--- src/rtl/host_io_pkg.sv ---
// Widths, host address map and enums for loader, command buffer and host registers
`default_nettype none

package host_io_pkg;

  // Command path widths
  localparam int ADDR_W = 20;
  localparam int DATA_W = 32;

  // One enable per tracer or profiler, bit 0 upward:
  // icache, dcache, lce, cce, dram, vm, cmt,
  // core profile, pc profile, branch profile, cosim
  localparam int TRACE_BITS = 11;

  localparam int FIFO_DEPTH = 4;

  // Buffer entries plus loader slot and register stage
  localparam int OUTST_W = 3;

  // Host register map
  localparam logic [ADDR_W-1:0] TRACE_EN_ADDR = 'h00100;
  localparam logic [ADDR_W-1:0] FINISH_ADDR   = 'h00200;
  localparam logic [ADDR_W-1:0] PUTCHAR_ADDR  = 'h01000;

  // Operations arriving at the loader
  typedef enum logic [1:0]
  {
    LOAD_WRITE  = 2'd0,
    LOAD_READ   = 2'd1,
    LOAD_FENCE  = 2'd2,
    LOAD_FINISH = 2'd3
  } loader_op_e;

  // Opcode carried by a memory-mapped command
  typedef enum logic
  {
    MEM_RD = 1'b0,
    MEM_WR = 1'b1
  } mem_op_e;

  // Loader FSM states
  typedef enum logic [1:0]
  {
    ST_RUN   = 2'd0,
    ST_FENCE = 2'd1,
    ST_DONE  = 2'd2
  } loader_state_e;

endpackage

`default_nettype wire
--- src/rtl/host_io_top.sv ---
// Host I/O top with loader, command buffer and host register block
`timescale 1ns/1ps
`default_nettype none

module host_io_top
  import host_io_pkg::*;
(
  input  logic                  clk_i,
  input  logic                  arst_n_i,
  input  logic                  op_valid_i,
  output logic                  op_ready_o,
  input  loader_op_e            op_i,
  input  logic [ADDR_W-1:0]     op_addr_i,
  input  logic [DATA_W-1:0]     op_data_i,
  output logic                  done_o,
  output logic                  rsp_valid_o,
  output mem_op_e               rsp_op_o,
  output logic [TRACE_BITS-1:0] trace_en_o,
  output logic                  finish_o,
  output logic                  char_valid_o,
  output logic [7:0]            char_o,
  input  logic                  char_ready_i,
  output logic                  rd_valid_o,
  output logic [DATA_W-1:0]     rd_data_o
);

  logic              cmd_valid;
  logic              cmd_ready;
  mem_op_e           cmd_op;
  logic [ADDR_W-1:0] cmd_addr;
  logic [DATA_W-1:0] cmd_data;
  logic              deq_valid;
  logic              deq_ready;
  mem_op_e           deq_op;
  logic [ADDR_W-1:0] deq_addr;
  logic [DATA_W-1:0] deq_data;
  logic              rsp_valid;
  mem_op_e           rsp_op;
  logic [DATA_W-1:0] rsp_data;

  assign rsp_valid_o = rsp_valid;
  assign rsp_op_o    = rsp_op;
  assign rd_valid_o  = rsp_valid & (rsp_op == MEM_RD);
  assign rd_data_o   = rsp_data;

  host_cmd_loader u_loader (
    .clk_i       (clk_i),
    .arst_n_i    (arst_n_i),
    .op_valid_i  (op_valid_i),
    .op_ready_o  (op_ready_o),
    .op_i        (op_i),
    .op_addr_i   (op_addr_i),
    .op_data_i   (op_data_i),
    .cmd_valid_o (cmd_valid),
    .cmd_ready_i (cmd_ready),
    .cmd_op_o    (cmd_op),
    .cmd_addr_o  (cmd_addr),
    .cmd_data_o  (cmd_data),
    .rsp_valid_i (rsp_valid),
    .done_o      (done_o)
  );

  host_cmd_fifo u_fifo (
    .clk_i       (clk_i),
    .arst_n_i    (arst_n_i),
    .cmd_valid_i (cmd_valid),
    .cmd_ready_o (cmd_ready),
    .cmd_op_i    (cmd_op),
    .cmd_addr_i  (cmd_addr),
    .cmd_data_i  (cmd_data),
    .deq_valid_o (deq_valid),
    .deq_ready_i (deq_ready),
    .deq_op_o    (deq_op),
    .deq_addr_o  (deq_addr),
    .deq_data_o  (deq_data)
  );

  host_regs u_regs (
    .clk_i        (clk_i),
    .arst_n_i     (arst_n_i),
    .deq_valid_i  (deq_valid),
    .deq_ready_o  (deq_ready),
    .deq_op_i     (deq_op),
    .deq_addr_i   (deq_addr),
    .deq_data_i   (deq_data),
    .rsp_valid_o  (rsp_valid),
    .rsp_op_o     (rsp_op),
    .rsp_data_o   (rsp_data),
    .trace_en_o   (trace_en_o),
    .finish_o     (finish_o),
    .char_valid_o (char_valid_o),
    .char_o       (char_o),
    .char_ready_i (char_ready_i)
  );

endmodule

`default_nettype wire

--- src/rtl/host_regs.sv ---
// Host register block with trace enables, finish flag, putchar port and responses
`timescale 1ns/1ps
`default_nettype none

module host_regs
  import host_io_pkg::*;
(
  input  logic                  clk_i,
  input  logic                  arst_n_i,
  input  logic                  deq_valid_i,
  output logic                  deq_ready_o,
  input  mem_op_e               deq_op_i,
  input  logic [ADDR_W-1:0]     deq_addr_i,
  input  logic [DATA_W-1:0]     deq_data_i,
  output logic                  rsp_valid_o,
  output mem_op_e               rsp_op_o,
  output logic [DATA_W-1:0]     rsp_data_o,
  output logic [TRACE_BITS-1:0] trace_en_o,
  output logic                  finish_o,
  output logic                  char_valid_o,
  output logic [7:0]            char_o,
  input  logic                  char_ready_i
);

  logic [TRACE_BITS-1:0] trace_q;
  logic                  finish_q;
  logic                  char_valid_q;
  logic [7:0]            char_q;
  logic                  rsp_valid_q;
  mem_op_e               rsp_op_q;
  logic [DATA_W-1:0]     rsp_data_q;
  logic [DATA_W-1:0]     rd_data;
  logic                  is_putchar;
  logic                  is_write;
  logic                  accept;
  logic                  char_fire;

  assign is_write   = (deq_op_i == MEM_WR);
  assign is_putchar = is_write & (deq_addr_i == PUTCHAR_ADDR);
  assign char_fire  = char_valid_q & char_ready_i;

  // A pending character only lets another putchar through,
  // so its late response never meets a second one
  assign deq_ready_o = ~char_valid_q | (char_ready_i & is_putchar);
  assign accept      = deq_valid_i & deq_ready_o;

  assign trace_en_o   = trace_q;
  assign finish_o     = finish_q;
  assign char_valid_o = char_valid_q;
  assign char_o       = char_q;
  assign rsp_valid_o  = rsp_valid_q;
  assign rsp_op_o     = rsp_op_q;
  assign rsp_data_o   = rsp_data_q;

  // Read decode, unmapped reads return zero
  always_comb
  begin
    rd_data = '0;
    case (deq_addr_i)
      TRACE_EN_ADDR: rd_data[TRACE_BITS-1:0] = trace_q;
      FINISH_ADDR:   rd_data[0] = finish_q;
      default:       rd_data = '0;
    endcase
  end

  always_ff @(posedge clk_i or negedge arst_n_i)
  begin
    if (!arst_n_i)
    begin
      trace_q      <= '0;
      finish_q     <= 1'b0;
      char_valid_q <= 1'b0;
      rsp_valid_q  <= 1'b0;
    end
    else
    begin
      // Putchar answers after its handshake, the rest right away
      rsp_valid_q <= char_fire | (accept & ~is_putchar);

      if (char_fire)
        char_valid_q <= 1'b0;
      if (accept && is_putchar)
        char_valid_q <= 1'b1;

      if (accept && is_write)
      begin
        case (deq_addr_i)
          TRACE_EN_ADDR: trace_q <= deq_data_i[TRACE_BITS-1:0];
          FINISH_ADDR:   finish_q <= 1'b1;
          default:       trace_q <= trace_q;
        endcase
      end
    end
  end

  always_ff @(posedge clk_i)
  begin
    if (accept && is_putchar)
      char_q <= deq_data_i[7:0];

    if (char_fire)
    begin
      rsp_op_q   <= MEM_WR;
      rsp_data_q <= '0;
    end
    else if (accept)
    begin
      rsp_op_q   <= deq_op_i;
      rsp_data_q <= is_write ? '0 : rd_data;
    end
  end

  // Character held until the consumer takes it
  a_char_stable: assert property (@(posedge clk_i) disable iff (!arst_n_i)
    (char_valid_o && !char_ready_i) |=> (char_valid_o && $stable(char_o)));

endmodule

`default_nettype wire

--- src/rtl/host_cmd_fifo.sv ---
// Four-entry circular command buffer with valid/ready on push and pop sides
`timescale 1ns/1ps
`default_nettype none

module host_cmd_fifo
  import host_io_pkg::*;
(
  input  logic              clk_i,
  input  logic              arst_n_i,
  input  logic              cmd_valid_i,
  output logic              cmd_ready_o,
  input  mem_op_e           cmd_op_i,
  input  logic [ADDR_W-1:0] cmd_addr_i,
  input  logic [DATA_W-1:0] cmd_data_i,
  output logic              deq_valid_o,
  input  logic              deq_ready_i,
  output mem_op_e           deq_op_o,
  output logic [ADDR_W-1:0] deq_addr_o,
  output logic [DATA_W-1:0] deq_data_o
);

  mem_op_e                          op_mem_q   [FIFO_DEPTH];
  logic [ADDR_W-1:0]                addr_mem_q [FIFO_DEPTH];
  logic [DATA_W-1:0]                data_mem_q [FIFO_DEPTH];
  logic [$clog2(FIFO_DEPTH)-1:0]    wr_ptr_q;
  logic [$clog2(FIFO_DEPTH)-1:0]    rd_ptr_q;
  logic [$clog2(FIFO_DEPTH+1)-1:0]  count_q;
  logic                             push;
  logic                             pop;

  assign cmd_ready_o = (count_q != FIFO_DEPTH);
  assign deq_valid_o = (count_q != '0);
  assign push        = cmd_valid_i & cmd_ready_o;
  assign pop         = deq_valid_o & deq_ready_i;

  assign deq_op_o   = op_mem_q[rd_ptr_q];
  assign deq_addr_o = addr_mem_q[rd_ptr_q];
  assign deq_data_o = data_mem_q[rd_ptr_q];

  always_ff @(posedge clk_i)
  begin
    if (push)
    begin
      op_mem_q[wr_ptr_q]   <= cmd_op_i;
      addr_mem_q[wr_ptr_q] <= cmd_addr_i;
      data_mem_q[wr_ptr_q] <= cmd_data_i;
    end
  end

  // Depth is a power of two so the pointers wrap on their own
  always_ff @(posedge clk_i or negedge arst_n_i)
  begin
    if (!arst_n_i)
    begin
      wr_ptr_q <= '0;
      rd_ptr_q <= '0;
      count_q  <= '0;
    end
    else
    begin
      if (push)
        wr_ptr_q <= wr_ptr_q + 1'b1;
      if (pop)
        rd_ptr_q <= rd_ptr_q + 1'b1;
      case ({push, pop})
        2'b10:   count_q <= count_q + 1'b1;
        2'b01:   count_q <= count_q - 1'b1;
        default: count_q <= count_q;
      endcase
    end
  end

  // Occupancy matches the pointer distance, so no entry is overwritten or lost
  a_no_entry_lost: assert property (@(posedge clk_i) disable iff (!arst_n_i)
    (count_q <= FIFO_DEPTH) &&
    (wr_ptr_q == rd_ptr_q + count_q[$clog2(FIFO_DEPTH)-1:0]));

endmodule

`default_nettype wire

--- src/rtl/host_cmd_loader.sv ---
// Loader FSM turning loader operations into commands, with outstanding-response counter
`timescale 1ns/1ps
`default_nettype none

module host_cmd_loader
  import host_io_pkg::*;
(
  input  logic              clk_i,
  input  logic              arst_n_i,
  input  logic              op_valid_i,
  output logic              op_ready_o,
  input  loader_op_e        op_i,
  input  logic [ADDR_W-1:0] op_addr_i,
  input  logic [DATA_W-1:0] op_data_i,
  output logic              cmd_valid_o,
  input  logic              cmd_ready_i,
  output mem_op_e           cmd_op_o,
  output logic [ADDR_W-1:0] cmd_addr_o,
  output logic [DATA_W-1:0] cmd_data_o,
  input  logic              rsp_valid_i,
  output logic              done_o
);

  loader_state_e      state_q;
  logic               live_q;
  logic               fin_pend_q;
  logic               cmd_valid_q;
  mem_op_e            cmd_op_q;
  logic [ADDR_W-1:0]  cmd_addr_q;
  logic [DATA_W-1:0]  cmd_data_q;
  logic [OUTST_W-1:0] outst_q;
  logic               op_fire;
  logic               cmd_fire;
  logic               is_mem_op;
  logic               drained;

  assign cmd_fire  = cmd_valid_q & cmd_ready_i;
  assign is_mem_op = (op_i == LOAD_WRITE) | (op_i == LOAD_READ);
  assign drained   = (outst_q == '0) & ~cmd_valid_q;

  // Slot may refill in the cycle it drains
  assign op_ready_o = live_q & (state_q == ST_RUN) & (~cmd_valid_q | cmd_ready_i);
  assign op_fire    = op_valid_i & op_ready_o;

  assign cmd_valid_o = cmd_valid_q;
  assign cmd_op_o    = cmd_op_q;
  assign cmd_addr_o  = cmd_addr_q;
  assign cmd_data_o  = cmd_data_q;
  assign done_o      = (state_q == ST_DONE);

  always_ff @(posedge clk_i or negedge arst_n_i)
  begin
    if (!arst_n_i)
    begin
      state_q    <= ST_RUN;
      fin_pend_q <= 1'b0;
      live_q     <= 1'b0;
    end
    else
    begin
      live_q <= 1'b1;
      case (state_q)
        ST_RUN:
        begin
          // Fence and finish both wait for every response
          if (op_fire && !is_mem_op)
          begin
            state_q    <= ST_FENCE;
            fin_pend_q <= (op_i == LOAD_FINISH);
          end
        end
        ST_FENCE:
        begin
          if (drained)
            state_q <= fin_pend_q ? ST_DONE : ST_RUN;
        end
        ST_DONE: state_q <= ST_DONE;
        default: state_q <= ST_RUN;
      endcase
    end
  end

  always_ff @(posedge clk_i or negedge arst_n_i)
  begin
    if (!arst_n_i)
      cmd_valid_q <= 1'b0;
    else if (op_fire && is_mem_op)
      cmd_valid_q <= 1'b1;
    else if (cmd_fire)
      cmd_valid_q <= 1'b0;
  end

  always_ff @(posedge clk_i)
  begin
    if (op_fire && is_mem_op)
    begin
      cmd_op_q   <= (op_i == LOAD_READ) ? MEM_RD : MEM_WR;
      cmd_addr_q <= op_addr_i;
      cmd_data_q <= op_data_i;
    end
  end

  // Counts from buffer acceptance to response
  always_ff @(posedge clk_i or negedge arst_n_i)
  begin
    if (!arst_n_i)
      outst_q <= '0;
    else
      case ({cmd_fire, rsp_valid_i})
        2'b10:   outst_q <= outst_q + 1'b1;
        2'b01:   outst_q <= outst_q - 1'b1;
        default: outst_q <= outst_q;
      endcase
  end

  // Every response matches a command already handed to the buffer
  a_outst_no_underflow: assert property (@(posedge clk_i) disable iff (!arst_n_i)
    rsp_valid_i |-> (outst_q != '0));

  a_outst_bound: assert property (@(posedge clk_i) disable iff (!arst_n_i)
    outst_q <= OUTST_W'(FIFO_DEPTH + 2));

endmodule

`default_nettype wire

--- config.mk ---
export PLATFORM = sky130hd
export DESIGN_NAME = host_io_top
export DESIGN_NICKNAME = d
export VERILOG_FILES = /design/src/rtl/host_io_pkg.sv /design/src/rtl/host_io_top.sv /design/src/rtl/host_regs.sv /design/src/rtl/host_cmd_fifo.sv /design/src/rtl/host_cmd_loader.sv
export SDC_FILE = /design/constraint.sdc
export NUM_CORES = 1
export LEC_CHECK = 0
export ABC_AREA = 1
export BUFFER_PORTS_ARGS = -buffer_cell sky130_fd_sc_hd__buf_2
export CORE_MARGIN = 2
export CORE_UTILIZATION = 32
export DETAILED_ROUTE_END_ITERATION = 6
export GPL_TIMING_DRIVEN = 1
export PLACE_DENSITY = 0.58
export SLEW_MARGIN = 10
export SYNTH_ARGS = -nofsm -noshare
export SYNTH_HDL_FRONTEND = slang
export SYNTH_SLANG_ARGS = --single-unit
export TNS_END_PERCENT = 1
--- constraint.sdc ---
create_clock -name clk_i -period 3.2 [get_ports clk_i]
set_input_delay 0.16 -clock clk_i [delete_from_list [all_inputs] [get_ports clk_i]]
set_output_delay 0.16 -clock clk_i [all_outputs]
set_load 0.005 [all_outputs]
==> results.cfg <==
[outcome]
run_status = completed

[logic_synthesis]
yosys_register_bits = 209
synth_top_area_cell = sky130_fd_sc_hd__edfxtp_1
seq_area_frac_synth_pct = 74.1
synthDistinctLibCells = 35
synth_top_flop_cell = sky130_fd_sc_hd__edfxtp_1
postSynthCellCount = 643
area_contributors_post_synth = sky130_fd_sc_hd__edfxtp_1 (62%), sky130_fd_sc_hd__dfrtp_1 (8.9%), sky130_fd_sc_hd__nand2_1 (5.7%)
synth.avg_cell_area_um2 = 12.6
synth_common_cells = sky130_fd_sc_hd__edfxtp_1 (168), sky130_fd_sc_hd__nand2_1 (124), sky130_fd_sc_hd__nor2_1 (95), sky130_fd_sc_hd__inv_1 (37), sky130_fd_sc_hd__o21ai_0 (35)
synth_most_common_cell = sky130_fd_sc_hd__edfxtp_1
synth_top_area_share_pct = 62.2
post_synth_instance_area_um2 = 8110
synth_edf_count = 168
synth_warnings = 0
async_flop_share_pct = 13.9

[clock_tree]
clk_transition_reported_paths_ns = 0.06
cts_sinks = 209
cts_tree = built
worstSkewPairLatency_ns = 0.50
clockBufferDepth = 3
clockRootBuffer = sky130_fd_sc_hd__clkbuf_16
post_cts_resize_count = 0
tritoncts.num_buffers = 21
postCtsSetupBuffers = 0
htree_levels = 1

[critical_path]
worst-path-buf-inv = 2
critPathSlowestCell = sky130_fd_sc_hd__nand3_1
reg2reg_depth = 13
timing.critical_path.slowest_cell_delay_ns = 0.43
worst_flop_to_flop_path_startpoint = u_fifo.rd_ptr_q[0]
worstSetupStartpointType = register
critical_path_class = reg -> reg
cp_cell_sequence = buf_4, inv_2, nand2_1, nand3_1, nand2_1, nor2_1, nand2_1, nor2_1, nand2_1, nor2_2, nand3_1, nand2_1, nand2_1
crit-reg2reg-capture = u_regs.trace_en_o[9]
r2r_setup_slack_ns = 0.44
cp_top_family = simple AND/OR/NAND/NOR gates
crit_path_frequent_cell = sky130_fd_sc_hd__nand2_1
worst-endpoint-required_ns = 3.58
critPathArrivalTime_ns = 3.14
crit_fanout = 17
setup.worst_path.end_class = register

[floorplanning]
die_height_um = 163
core.rowCount = 58
floorplan.die.width_um = 163
core_um2 = 25000
io-pin-count = 116
start_util_pct = 32.4
die_area_um2 = 26600

[routing]
vias_per_cell = 4.35
detail_route.iter0.violations = 248
post_drt_wl_per_cell_um = 14.1
detail_route.first_pass.iterations = 4
post-route-drc-count = 0
dr_total_vias = 4827
drtAntennaViolNets = 0
aggregate_routed_wire_length_mm = 15.6

[placement]
io_buffers = 73
post-dp-hpwl_mm = 10.2
place_ws_ns = 0.437
finalWeightedCongestion = 0.748

[global_route]
grt_overflow_total = 0
grt.total_usage_pct = 11.7
grt_antenna_before_repair = 0
grt_max_degree = 38
grt_pass1_wl_mm = 24.2
grt_pass1_vias = 4599

[cells_and_area]
final_util_pct = 39.3
synth_to_layout_area_growth_pct = 21.2
antenna-diode-count = 0
design.final.nets = 833
layout-drive-gt1-share_pct = 16.9

[timing]
final.min_clock_period_ns = 2.76
timing_worst_slew_pin_value_ns = 0.658
drv_slew = 0
fin_setup_tns_ns = 0
timing.fmax_mhz = 362
report.final.setup_viol = 0
timing.final.hold_violations = 0
post-route-worst-setup-slack_ns = 0.435
clock-skew-final_ns = 0.0242
final_critical_path_share_of_the_clock_period_pct = 86.4
rsz0062_at_grt = false
slew_headroom_pct = 56.1
whs_ns = 0.227

[min_path]
worst_hold_path_type = in -> async

[power]
vdd_ir_drop_max_mv = 0.309
powerDensity_nw_per_um2 = 762
total_leakage_power_nw = 3.87
total_power_mw = 7.50

[job]
maxCapViolCount = 0
-- registers in the layout, indices dropped and copies added (netlist names), 2 cells and up --
register	cells
u_fifo.count_q	3
u_loader.cmd_addr_o	20
u_fifo.data_mem_q	44
u_fifo.rd_ptr_q	2
u_regs.trace_en_o	11
u_loader.state_q	2
u_regs.char_o	8
u_fifo.op_mem_q	4
u_loader.outst_q	3
u_fifo.addr_mem_q	80
u_fifo.wr_ptr_q	2
u_loader.cmd_data_o	11
u_regs.rsp_data_o	11
-- worst max-delay path by stage --
stage	endpoint	cells after the start	slack (ns)	startpoint
final	u_regs.trace_en_o[9]	13	0.44	u_fifo.rd_ptr_q[0]
after global routing	u_regs.trace_en_o[8]	13	0.13	u_fifo.rd_ptr_q[0]
after CTS	u_regs.trace_en_o[8]	13	0.40	u_fifo.rd_ptr_q[0]
after detailed placement	u_regs.trace_en_o[8]	13	0.44	u_fifo.rd_ptr_q[0]
after global placement	u_regs.trace_en_o[6]	13	0.45	u_fifo.rd_ptr_q[0]
after floorplan	u_fifo.count_q[2]	19	0.62	u_fifo.rd_ptr_q[0]
-- cells by family after synthesis --
| logic type | synth area share, % |
|---|---|
| DFF | 74.1 |
| adders and majority gates | 1.42 |
| other | 0.0926 |
| xor gates and xnor gates | 0.740 |
| and+or+nand+nor | 14.2 |
| buffers and inverters | 5.41 |
| AOI/OAI and AO/OA | 4.02 |
-- cell usage in the layout, fill, tap and decap left out, types with 2 or more instances in the layout --
master / instances
sky130_fd_sc_hd__bufinv_16: 3
sky130_fd_sc_hd__xnor2_1: 2
sky130_fd_sc_hd__o21ai_0: 35
sky130_fd_sc_hd__nand3b_1: 4
sky130_fd_sc_hd__dfrtp_1: 29
sky130_fd_sc_hd__nand4_1: 14
sky130_fd_sc_hd__clkbuf_16: 21
sky130_fd_sc_hd__xor2_1: 3
sky130_fd_sc_hd__dfxtp_1: 12
sky130_fd_sc_hd__nor3_1: 5
sky130_fd_sc_hd__buf_4: 14
sky130_fd_sc_hd__nor2_2: 7
sky130_fd_sc_hd__dlygate4sd3_1: 37
sky130_fd_sc_hd__inv_1: 37
sky130_fd_sc_hd__o21ai_1: 5
sky130_fd_sc_hd__nand2_2: 2
sky130_fd_sc_hd__edfxtp_1: 168
sky130_fd_sc_hd__a21oi_1: 5
sky130_fd_sc_hd__o22ai_1: 12
sky130_fd_sc_hd__nand2_1: 124
sky130_fd_sc_hd__nand3_1: 26
sky130_fd_sc_hd__ha_1: 6
sky130_fd_sc_hd__buf_2: 73
sky130_fd_sc_hd__nor2_1: 90
sky130_fd_sc_hd__clkinv_1: 5
sky130_fd_sc_hd__conb_1: 22
sky130_fd_sc_hd__clkinv_2: 5
sky130_fd_sc_hd__fa_1: 2
-- final cells by class --
cell class	count	area (µm²)
timing repair buffer	124	841
sequential	209	6010
multi-input combinational	373	1760
clock buffer	22	529
fill	2373	15200
clock inverter	14	141
inverter	38	143
tap	330	413
-- layer usage --
layer / routed length [µm] / GRT usage (%)
met1: 6960 / 14.8
met4: 455 / 4.47
met3: 675 / 2.01
met2: 7540 / 20.0
met5: 0 / 0
-- through the flow --
stage	area (µm²)	cells
6_report	9830	1110
5_1_grt	9830	1110
4_1_cts	9830	1110
3_5_place_dp	8790	1037
3_3_place_gp	8790	1037
2_1_floorplan	8190	663
-- timing repair --
| action | CTS | global route |
|---|---|---|
| setup endpoints to repair | 0 | 0 |
| hold endpoints to repair | 65 | 0 |
| hold buffers | 37 | 0 |
-- where the power goes --
| part | leakage (nW) | internal, mW | switching (mW) |
|---|---|---|---|
| logic | 1.55 | 0.582 | 1.11 |
| registers | 1.99 | 3.26 | 0.159 |
| clock network | 0.330 | 1.43 | 0.955 |
No activity file was read; power rests on OpenSTA's default activity.
